===== src/design/ptw_pkg.sv =====
/*
 * Sv39 page table walker package
 * widths, PTE bit positions, shared types and state encodings
 */
`default_nettype none

package ptw_pkg;

    // ------------------------------------------------
    // address and field widths
    // ------------------------------------------------
    localparam int VLEN           = 39;
    localparam int PLEN           = 56;
    localparam int PPN_W          = 44;
    localparam int PAGE_OFFSET_W  = 12;
    localparam int VPN_PART_W     = 9;
    localparam int PTE_SIZE_LOG2  = 3;
    localparam int ASID_W         = 16;
    localparam int DCACHE_INDEX_W = 12;
    localparam int DCACHE_TAG_W   = 44;

    // ------------------------------------------------
    // PTE flag positions
    // ------------------------------------------------
    localparam int PTE_V_BIT   = 0;
    localparam int PTE_R_BIT   = 1;
    localparam int PTE_W_BIT   = 2;
    localparam int PTE_X_BIT   = 3;
    localparam int PTE_G_BIT   = 5;
    localparam int PTE_A_BIT   = 6;
    localparam int PTE_D_BIT   = 7;
    localparam int PTE_PPN_LSB = 10;

    typedef logic [VLEN-1:0]   vaddr_t;
    typedef logic [PLEN-1:0]   paddr_t;
    typedef logic [PPN_W-1:0]  ppn_t;
    typedef logic [63:0]       pte_t;
    typedef logic [ASID_W-1:0] asid_t;

    // Sv39 has three levels, LVL1 is the root table
    typedef enum logic [1:0] {
        LVL1,
        LVL2,
        LVL3
    } ptw_level_e;

    typedef enum logic [1:0] {
        IDLE,
        WAIT_GRANT,
        PTE_LOOKUP,
        PROPAGATE_ERROR
    } walk_state_e;

endpackage

`default_nettype wire


===== src/design/ptw_mem_if.sv =====
/*
 * walker to memory port link
 * request and pointer out, grant and registered response back
 */
`timescale 1ns/1ps
`default_nettype none

interface ptw_mem_if;

    logic            req;
    ptw_pkg::paddr_t pptr;
    logic            gnt;
    // response is already registered by the port
    logic            rvalid;
    ptw_pkg::pte_t   rdata;

    modport walker_mp (
        output req,
        output pptr,
        input  gnt,
        input  rvalid,
        input  rdata
    );

    modport port_mp (
        input  req,
        input  pptr,
        output gnt,
        output rvalid,
        output rdata
    );

endinterface

`default_nettype wire


===== src/design/ptw_mem_port.sv =====
/*
 * walker data cache port
 * forwards req/gnt, raises tag_valid after a grant, registers the response
 */
`timescale 1ns/1ps
`default_nettype none

module ptw_mem_port (
    input  wire logic                                clk_i,
    input  wire logic                                rst_ni,
    ptw_mem_if.port_mp                               mem,
    // data cache side
    output logic                                     data_req_o,
    input  wire logic                                data_gnt_i,
    output logic [ptw_pkg::DCACHE_INDEX_W-1:0]       address_index_o,
    output logic [ptw_pkg::DCACHE_TAG_W-1:0]         address_tag_o,
    output logic                                     tag_valid_o,
    input  wire logic                                data_rvalid_i,
    input  wire ptw_pkg::pte_t                       data_rdata_i
);

    logic          tag_valid_q;
    logic          rvalid_q;
    ptw_pkg::pte_t rdata_q;

    assign data_req_o = mem.req;
    assign mem.gnt    = data_gnt_i;

    // index selects the set, tag is compared one cycle later
    assign address_index_o = mem.pptr[ptw_pkg::DCACHE_INDEX_W-1:0];
    assign address_tag_o   =
        mem.pptr[ptw_pkg::DCACHE_INDEX_W+ptw_pkg::DCACHE_TAG_W-1:ptw_pkg::DCACHE_INDEX_W];

    // ------------------------------------------------
    // registered handshake
    // ------------------------------------------------
    always_ff @(posedge clk_i or negedge rst_ni) begin
        if (!rst_ni) begin
            tag_valid_q <= 1'b0;
            rvalid_q    <= 1'b0;
        end else begin
            tag_valid_q <= mem.req & data_gnt_i;
            rvalid_q    <= data_rvalid_i;
        end
    end

    // response data only matters alongside rvalid
    always_ff @(posedge clk_i) begin
        rdata_q <= data_rdata_i;
    end

    assign tag_valid_o = tag_valid_q;
    assign mem.rvalid  = rvalid_q;
    assign mem.rdata   = rdata_q;

endmodule

`default_nettype wire


===== src/design/pte_check.sv =====
/*
 * PTE checker
 * decodes leaf vs pointer and flags page faults for the current level
 */
`timescale 1ns/1ps
`default_nettype none

module pte_check (
    input  wire ptw_pkg::pte_t       pte_i,
    input  wire ptw_pkg::ptw_level_e level_i,
    input  wire logic                is_instr_i,
    input  wire logic                is_store_i,
    input  wire logic                mxr_i,
    output logic                     leaf_o,
    output logic                     fault_o
);

    logic pte_v;
    logic pte_r;
    logic pte_w;
    logic pte_x;
    logic pte_a;
    logic pte_d;
    logic invalid;
    logic perm_fault;
    logic misaligned;
    logic ptr_at_last;

    assign pte_v = pte_i[ptw_pkg::PTE_V_BIT];
    assign pte_r = pte_i[ptw_pkg::PTE_R_BIT];
    assign pte_w = pte_i[ptw_pkg::PTE_W_BIT];
    assign pte_x = pte_i[ptw_pkg::PTE_X_BIT];
    assign pte_a = pte_i[ptw_pkg::PTE_A_BIT];
    assign pte_d = pte_i[ptw_pkg::PTE_D_BIT];

    // r or x marks a leaf, anything else points one level down
    assign leaf_o = pte_r | pte_x;

    // write-only encodings are reserved
    assign invalid = !pte_v || (pte_w && !pte_r);

    // no further level below LVL3
    assign ptr_at_last = !leaf_o && (level_i == ptw_pkg::LVL3);

    // ------------------------------------------------
    // leaf permissions
    // ------------------------------------------------
    always_comb begin
        if (is_instr_i) begin
            perm_fault = !pte_x || !pte_a;
        end else begin
            // mxr lets loads read execute-only pages
            perm_fault = !pte_a || !(pte_r || (pte_x && mxr_i));
            // a store also needs w and a dirty page
            if (is_store_i && (!pte_w || !pte_d)) begin
                perm_fault = 1'b1;
            end
        end
    end

    // superpages need their low PPN bits clear
    always_comb begin
        case (level_i)
            ptw_pkg::LVL1:
                misaligned = pte_i[ptw_pkg::PTE_PPN_LSB +: 2*ptw_pkg::VPN_PART_W] != '0;
            ptw_pkg::LVL2:
                misaligned = pte_i[ptw_pkg::PTE_PPN_LSB +: ptw_pkg::VPN_PART_W] != '0;
            default:
                misaligned = 1'b0;
        endcase
    end

    assign fault_o = invalid || ptr_at_last || (leaf_o && (perm_fault || misaligned));

endmodule

`default_nettype wire


===== src/design/ptw_walker.sv =====
/*
 * Sv39 walk controller
 * picks a TLB miss, chases pointers level by level and reports
 * either a TLB update or a page fault
 */
`timescale 1ns/1ps
`default_nettype none

module ptw_walker (
    input  wire logic                                       clk_i,
    input  wire logic                                       rst_ni,
    ptw_mem_if.walker_mp                                    mem,
    input  wire ptw_pkg::ppn_t                              satp_ppn_i,
    input  wire ptw_pkg::asid_t                             asid_i,
    // TLB misses
    input  wire logic                                       itlb_access_i,
    input  wire logic                                       itlb_hit_i,
    input  wire ptw_pkg::vaddr_t                            itlb_vaddr_i,
    input  wire logic                                       dtlb_access_i,
    input  wire logic                                       dtlb_hit_i,
    input  wire ptw_pkg::vaddr_t                            dtlb_vaddr_i,
    // PTE checker
    output ptw_pkg::ptw_level_e                             level_o,
    input  wire logic                                       leaf_i,
    input  wire logic                                       fault_i,
    // TLB update
    output logic                                            itlb_update_valid_o,
    output logic                                            dtlb_update_valid_o,
    output logic [ptw_pkg::VLEN-ptw_pkg::PAGE_OFFSET_W-1:0] update_vpn_o,
    output ptw_pkg::asid_t                                  update_asid_o,
    output ptw_pkg::pte_t                                   update_content_o,
    output logic                                            update_is_1g_o,
    output logic                                            update_is_2m_o,
    // status
    output logic                                            ptw_active_o,
    output logic                                            walking_instr_o,
    output logic                                            ptw_error_o,
    output logic                                            itlb_miss_o,
    output logic                                            dtlb_miss_o
);

    ptw_pkg::walk_state_e state_q, state_d;
    ptw_pkg::ptw_level_e  lvl_q, lvl_d;
    logic                 is_instr_q, is_instr_d;
    logic                 global_q, global_d;
    ptw_pkg::vaddr_t      vaddr_q, vaddr_d;
    ptw_pkg::asid_t       asid_q, asid_d;
    ptw_pkg::paddr_t      pptr_q, pptr_d;

    logic                 itlb_take;
    logic                 dtlb_take;
    ptw_pkg::vaddr_t      miss_vaddr;
    logic                 lookup_done;
    logic                 leaf_ok;
    ptw_pkg::ppn_t        pte_ppn;

    // VPN slice idx of a virtual address, idx 2 is the root slice
    function automatic logic [ptw_pkg::VPN_PART_W-1:0] vpn_part(
        input ptw_pkg::vaddr_t va,
        input int unsigned     idx
    );
        return va[ptw_pkg::PAGE_OFFSET_W + idx*ptw_pkg::VPN_PART_W +: ptw_pkg::VPN_PART_W];
    endfunction

    // ------------------------------------------------
    // miss selection, ITLB only when no data access
    // ------------------------------------------------
    assign itlb_take  = itlb_access_i & ~itlb_hit_i & ~dtlb_access_i;
    assign dtlb_take  = dtlb_access_i & ~dtlb_hit_i;
    assign miss_vaddr = itlb_take ? itlb_vaddr_i : dtlb_vaddr_i;

    assign itlb_miss_o = (state_q == ptw_pkg::IDLE) & itlb_take;
    assign dtlb_miss_o = (state_q == ptw_pkg::IDLE) & dtlb_take;

    assign lookup_done = (state_q == ptw_pkg::PTE_LOOKUP) & mem.rvalid;
    assign leaf_ok     = lookup_done & leaf_i & ~fault_i;
    assign pte_ppn     = mem.rdata[ptw_pkg::PTE_PPN_LSB +: ptw_pkg::PPN_W];

    // ------------------------------------------------
    // next state
    // ------------------------------------------------
    always_comb begin
        state_d    = state_q;
        lvl_d      = lvl_q;
        is_instr_d = is_instr_q;
        global_d   = global_q;
        vaddr_d    = vaddr_q;
        asid_d     = asid_q;
        pptr_d     = pptr_q;

        case (state_q)
            ptw_pkg::IDLE: begin
                lvl_d    = ptw_pkg::LVL1;
                global_d = 1'b0;
                if (itlb_take || dtlb_take) begin
                    is_instr_d = itlb_take;
                    vaddr_d    = miss_vaddr;
                    asid_d     = asid_i;
                    // root table from satp, indexed by VPN[2]
                    pptr_d     = {satp_ppn_i, vpn_part(miss_vaddr, 2),
                                  {ptw_pkg::PTE_SIZE_LOG2{1'b0}}};
                    state_d    = ptw_pkg::WAIT_GRANT;
                end
            end

            ptw_pkg::WAIT_GRANT: begin
                if (mem.gnt) begin
                    state_d = ptw_pkg::PTE_LOOKUP;
                end
            end

            ptw_pkg::PTE_LOOKUP: begin
                if (mem.rvalid) begin
                    global_d = global_q | mem.rdata[ptw_pkg::PTE_G_BIT];
                    if (fault_i) begin
                        state_d = ptw_pkg::PROPAGATE_ERROR;
                    end else if (leaf_i) begin
                        state_d = ptw_pkg::IDLE;
                    end else begin
                        // pointer, descend one level
                        lvl_d   = (lvl_q == ptw_pkg::LVL1) ? ptw_pkg::LVL2 : ptw_pkg::LVL3;
                        pptr_d  = {pte_ppn,
                                   vpn_part(vaddr_q, (lvl_q == ptw_pkg::LVL1) ? 1 : 0),
                                   {ptw_pkg::PTE_SIZE_LOG2{1'b0}}};
                        state_d = ptw_pkg::WAIT_GRANT;
                    end
                end
            end

            default: begin
                state_d = ptw_pkg::IDLE;
            end
        endcase
    end

    always_ff @(posedge clk_i or negedge rst_ni) begin
        if (!rst_ni) begin
            state_q    <= ptw_pkg::IDLE;
            lvl_q      <= ptw_pkg::LVL1;
            is_instr_q <= 1'b0;
            global_q   <= 1'b0;
        end else begin
            state_q    <= state_d;
            lvl_q      <= lvl_d;
            is_instr_q <= is_instr_d;
            global_q   <= global_d;
        end
    end

    // latched miss context
    always_ff @(posedge clk_i) begin
        vaddr_q <= vaddr_d;
        asid_q  <= asid_d;
        pptr_q  <= pptr_d;
    end

    // ------------------------------------------------
    // outputs
    // ------------------------------------------------
    assign mem.req  = (state_q == ptw_pkg::WAIT_GRANT);
    assign mem.pptr = pptr_q;
    assign level_o  = lvl_q;

    assign ptw_active_o    = (state_q != ptw_pkg::IDLE);
    assign walking_instr_o = is_instr_q;
    assign ptw_error_o     = (state_q == ptw_pkg::PROPAGATE_ERROR);

    assign itlb_update_valid_o = leaf_ok & is_instr_q;
    assign dtlb_update_valid_o = leaf_ok & ~is_instr_q;
    assign update_vpn_o        = vaddr_q[ptw_pkg::VLEN-1:ptw_pkg::PAGE_OFFSET_W];
    assign update_asid_o       = asid_q;
    assign update_is_1g_o      = (lvl_q == ptw_pkg::LVL1);
    assign update_is_2m_o      = (lvl_q == ptw_pkg::LVL2);
    // G from any level of the walk makes the whole mapping global
    assign update_content_o    = mem.rdata | (ptw_pkg::pte_t'(global_q) << ptw_pkg::PTE_G_BIT);

endmodule

`default_nettype wire


===== src/design/ptw_top.sv =====
/*
 * Sv39 hardware page table walker
 * serves ITLB and DTLB misses through a req/gnt/rvalid data cache port
 */
`timescale 1ns/1ps
`default_nettype none

module ptw_top (
    input  wire logic                                       clk_i,
    input  wire logic                                       rst_ni,
    // CSR and LSU state
    input  wire logic                                       mxr_i,
    input  wire ptw_pkg::ppn_t                              satp_ppn_i,
    input  wire ptw_pkg::asid_t                             asid_i,
    input  wire logic                                       lsu_is_store_i,
    // ITLB
    input  wire logic                                       itlb_access_i,
    input  wire logic                                       itlb_hit_i,
    input  wire ptw_pkg::vaddr_t                            itlb_vaddr_i,
    // DTLB
    input  wire logic                                       dtlb_access_i,
    input  wire logic                                       dtlb_hit_i,
    input  wire ptw_pkg::vaddr_t                            dtlb_vaddr_i,
    // data cache
    output logic                                            data_req_o,
    input  wire logic                                       data_gnt_i,
    output logic [ptw_pkg::DCACHE_INDEX_W-1:0]              address_index_o,
    output logic [ptw_pkg::DCACHE_TAG_W-1:0]                address_tag_o,
    output logic                                            tag_valid_o,
    input  wire logic                                       data_rvalid_i,
    input  wire ptw_pkg::pte_t                              data_rdata_i,
    // TLB update
    output logic                                            itlb_update_valid_o,
    output logic                                            dtlb_update_valid_o,
    output logic [ptw_pkg::VLEN-ptw_pkg::PAGE_OFFSET_W-1:0] update_vpn_o,
    output ptw_pkg::asid_t                                  update_asid_o,
    output ptw_pkg::pte_t                                   update_content_o,
    output logic                                            update_is_1g_o,
    output logic                                            update_is_2m_o,
    // status and perf counters
    output logic                                            ptw_active_o,
    output logic                                            walking_instr_o,
    output logic                                            ptw_error_o,
    output logic                                            itlb_miss_o,
    output logic                                            dtlb_miss_o
);

    ptw_mem_if           mem_bus ();
    ptw_pkg::ptw_level_e level;
    logic                leaf;
    logic                fault;

    ptw_walker u_walker (
        .clk_i               (clk_i),
        .rst_ni              (rst_ni),
        .mem                 (mem_bus.walker_mp),
        .satp_ppn_i          (satp_ppn_i),
        .asid_i              (asid_i),
        .itlb_access_i       (itlb_access_i),
        .itlb_hit_i          (itlb_hit_i),
        .itlb_vaddr_i        (itlb_vaddr_i),
        .dtlb_access_i       (dtlb_access_i),
        .dtlb_hit_i          (dtlb_hit_i),
        .dtlb_vaddr_i        (dtlb_vaddr_i),
        .level_o             (level),
        .leaf_i              (leaf),
        .fault_i             (fault),
        .itlb_update_valid_o (itlb_update_valid_o),
        .dtlb_update_valid_o (dtlb_update_valid_o),
        .update_vpn_o        (update_vpn_o),
        .update_asid_o       (update_asid_o),
        .update_content_o    (update_content_o),
        .update_is_1g_o      (update_is_1g_o),
        .update_is_2m_o      (update_is_2m_o),
        .ptw_active_o        (ptw_active_o),
        .walking_instr_o     (walking_instr_o),
        .ptw_error_o         (ptw_error_o),
        .itlb_miss_o         (itlb_miss_o),
        .dtlb_miss_o         (dtlb_miss_o)
    );

    // checks the registered PTE against the level being walked
    pte_check u_pte_check (
        .pte_i      (mem_bus.rdata),
        .level_i    (level),
        .is_instr_i (walking_instr_o),
        .is_store_i (lsu_is_store_i),
        .mxr_i      (mxr_i),
        .leaf_o     (leaf),
        .fault_o    (fault)
    );

    ptw_mem_port u_mem_port (
        .clk_i           (clk_i),
        .rst_ni          (rst_ni),
        .mem             (mem_bus.port_mp),
        .data_req_o      (data_req_o),
        .data_gnt_i      (data_gnt_i),
        .address_index_o (address_index_o),
        .address_tag_o   (address_tag_o),
        .tag_valid_o     (tag_valid_o),
        .data_rvalid_i   (data_rvalid_i),
        .data_rdata_i    (data_rdata_i)
    );

endmodule

`default_nettype wire


===== config.mk =====
export PLATFORM = sky130hd
export DESIGN_NAME = ptw_top
export DESIGN_NICKNAME = d
export VERILOG_FILES = /design/src/design/ptw_pkg.sv /design/src/design/ptw_mem_if.sv /design/src/design/ptw_mem_port.sv /design/src/design/pte_check.sv /design/src/design/ptw_walker.sv /design/src/design/ptw_top.sv
export SDC_FILE = /design/constraint.sdc
export NUM_CORES = 1
export LEC_CHECK = 0
export BUFFER_PORTS_ARGS = -buffer_cell sky130_fd_sc_hd__buf_2
export CORE_AREA = 2 2 149 151
export DETAILED_ROUTE_END_ITERATION = 7
export DIE_AREA = 0 0 151 153
export PLACE_DENSITY_LB_ADDON = 0.12
export REMOVE_ABC_BUFFERS = 1
export SLEW_MARGIN = 15
export SYNTH_ARGS = -nofsm -noshare
export SYNTH_HDL_FRONTEND = slang
export SYNTH_SLANG_ARGS = --single-unit
export TNS_END_PERCENT = 30

===== constraint.sdc =====
create_clock -name clk_i -period 3.6 [get_ports clk_i]
set_input_delay 0.18 -clock clk_i [delete_from_list [all_inputs] [get_ports clk_i]]
set_output_delay 0.18 -clock clk_i [all_outputs]
set_load 0.02 [all_outputs]

==> reports/results.tsv <==
stage	metric	value	unit
layout	ratio of cells with drive above 1 in the final layout	47.8	%
timing	Tmin final	2.49	ns
critical_path	WP data required	3.63	ns
clocking	number of CTS-inserted buffers	17	
placed_design	IO Port Bufs	358	
die	die footprint	23100	um2
yosys	Synth Area per Inst	12.1	um2
clocking	Reg clk slew, reported paths	0.07	ns
critical_path	worst reg2reg path depth	3	
yosys	Syn Std Cell Area	6490	um2
critical_path	CP endpoint	u_walker.vaddr_q[35]	
critical_path	R2R setup slack	1.11	ns
detailed_routing	routed wire length	18200	um
yosys	Main synth FF type	edfxtp_1	
die	row count	54	
critical_path	Setup crit start kind	register	
clocking	setup bufs post-CTS	0	
timing	Slew Limit Fails	0	
yosys	post-synthesis sequential area ratio	67.3	%
die	core box area	21500	um2
layout	Final Util	43.3	%
critical_path	reg2reg end	u_walker.vaddr_q[35]	
timing	Final Hold Fails	0	
layout	Area Overhead vs Synth	43.5	%
timing	Finish-stage setup viols	0	
timing	RSZ-0062 raised after global routing	no	
global_routing	initial antenna violation count	0	
layout	area of the multi-input gates	1360	um2
placed_design	GP Congestion	0.777	
die	initial cell density of the core	30.2	%
critical_path	crit path max fanout	43	
layout	# diodes	0	
power	cell area power density	732	nW/um2
clocking	Worst-Skew Late Latency	0.42	ns
layout	Nets	1099	
placed_design	placed insts	1066	
detailed_routing	Routed Antenna Nets	0	
yosys	#FFs+latches synth	168	
layout	register area	4360	um2
detailed_routing	Via Count	4936	
die	Die Wd	151	um
yosys	Ys Warns	0	
clocking	CTS Sinks	168	
clocking	CTS tree	built	
job	Max Cap Viol	0	
yosys	Gate Count Post-Synth	534	
yosys	FFs w/ async S/R, synth	4.76	%
timing	Setup Skew	0.0118	ns
critical_path	CP max stage cell	or2_2	
layout	most common cell after layout, fill and taps aside	buf_2	
critical_path	Top delay family on crit path	simple AND/OR/NAND/NOR gates	
yosys	Post-synth EDFFs	96	
clocking	Clock Tree Buf Depth	2	
min_path	worst hold path type	in2reg	
critical_path	worst path arrival time	2.52	ns
global_routing	first-pass GRT wire length	27100	um
detailed_routing	DRT Pass-1 Iters	5	
layout	Layout Cells excl Fill	1180	
critical_path	Critical Path Start	u_walker.state_q[1]	
min_path	worst hold path depth	3	
detailed_routing	WL/cell	15.4	um
detailed_routing	via/cell ratio	4.18	
power	Max IR drop VDD	260	uV
critical_path	Crit Path Category	reg2reg	
die	Chip Height	153	um
clocking	clock root cell	clkbuf_16	
yosys	Netlist cell types	35	
critical_path	Critical Path End Type	register	
outcome	outcome	completed	
detailed_routing	1st-iter DRT viols	187	
global_routing	Tot GR Track Use	15.3	%
critical_path	CP bufs+invs	0	
critical_path	CP cell instances	nor2_1 -> and2_1 -> or2_2	
critical_path	worst r2r src	u_walker.state_q[1]	
die	Top Ports	386	
timing	fin crit share	69.2	%
critical_path	max incr delay on CP	0.83	ns
timing	Highest Clock Rate	0.402	GHz
layout	commonest cells after routing, fill and taps aside	buf_2, nand2_1, edfxtp_1, dlygate4sd3_1, dfxtp_1	
power	Leak	4.33	nW
placed_design	DP Wirelength	13300	um
timing	Max-slew headroom	27.9	%
critical_path	critical path depth	3	
timing	slew of the pin with the lowest slew margin	1.08	ns
global_routing	largest net degree at the start of global routing	48	
clocking	H-tree level count	4	
layout	Fill cells	2056	
detailed_routing	drt drc	0	
global_routing	vias in the first global route	5073	
global_routing	remaining global-route overflow	0	
-- layout make-up --
| class | instances | share of cell area (%) |
|---|---|---|
| tap | 280 | 3.76 |
| clock buffer | 20 | 5.07 |
| multi-input combinational | 252 | 14.6 |
| timing repair buffer | 443 | 28.4 |
| sequential | 168 | 46.9 |
| clock inverter | 12 | 1.10 |
| inverter | 5 | 0.202 |
-- worst min-delay path, delay by kind of cell --
kind,cells,cell delay [ns]
buffers and inverters,1,0.07
AND/OR/NAND/NOR,2,0.09
-- cells by family after synthesis --
kind of cell | synth area share, %
buffers and inverters | 12.3
other | 0.0578
flip-flops | 67.3
AO/OA/AOI/OAI | 3.05
AND/OR/NAND/NOR | 12.3
multiplexers | 5.03
-- layer usage --
layer  share of wire (%)  GRT usage (%)
met5                   0              0
met4                 1.7           4.67
met3                 9.7           5.34
met2                  50           27.2
met1                  39           17.0
-- synth_stat cells (3+ instances only) --
cell type,n,area [um2]
edfxtp_1,96,2880
nand2_1,154,578
buf_2,3,15.0
nor2b_1,7,43.8
buf_4,96,721
nor2_1,18,67.6
inv_1,5,18.8
dfrtp_1,8,200
or2_2,3,18.8
a21oi_1,5,25.0
a31oi_1,11,68.8
clkbuf_1,10,37.5
dfxtp_1,64,1280
and2_1,3,18.8
mux2_2,27,304
-- repair_timing --
| item | 4_1_cts | 5_1_grt |
|---|---|---|
| hold buffers | 82 | 0 |
| setup endpoints to repair | 0 | 0 |
| resized for setup | 0 | 0 |
| hold endpoints to repair | 89 | 0 |
-- worst min path at each step --
stage | startpoint | endpoint | slack (ns)
after floorplan | rst_ni | u_mem_port.mem.rvalid | -0.12
after CTS | satp_ppn_i[32] | u_walker.mem.pptr[44] | 0.005
after global placement | rst_ni | u_mem_port.tag_valid_o | 0.04
after detailed placement | rst_ni | u_mem_port.tag_valid_o | 0.04
final | satp_ppn_i[9] | u_walker.mem.pptr[21] | 0.03
after global routing | satp_ppn_i[31] | u_walker.mem.pptr[43] | 0.007
-- sequential cells by signal, summed over array words and instances, names as in the netlist --
signal / cells
u_mem_port.mem.rdata: 64
u_walker.mem.pptr: 53
u_walker.vaddr_q: 27
u_walker.update_asid_o: 16
u_walker.level_o: 2
u_walker.state_q: 2
u_mem_port.mem.rvalid: 1
u_mem_port.tag_valid_o: 1
u_walker.global_q: 1
u_walker.walking_instr_o: 1
-- metrics by stage --
| step | worst slack [ns] | hold WS [ns] | cell area, um2 | TNS [ns] | power (mW) |
|---|---|---|---|---|---|
| after floorplan | -2.05 | -0.116 | 5710 | -119.07 | 4.15 |
| after global placement | 1.15 | 0.0378 | 7920 | 0 | 5.04 |
| after detailed placement | 1.09 | 0.0390 | 7920 | 0 | 5.06 |
| after CTS | 1.04 | 0.00501 | 9310 | 0 | 6.96 |
| after global routing | 0.904 | 0.00656 | 9310 | 0 | 7.22 |
| final | 1.11 | 0.0298 | 9310 | 0 | 6.81 |
-- power by group --
group	internal [mW]	switching [mW]
registers	2.64	0.159
logic	0.703	1.52
clock network	0.974	0.818
total	4.32	2.49
(Power assumes the default switching activity.)
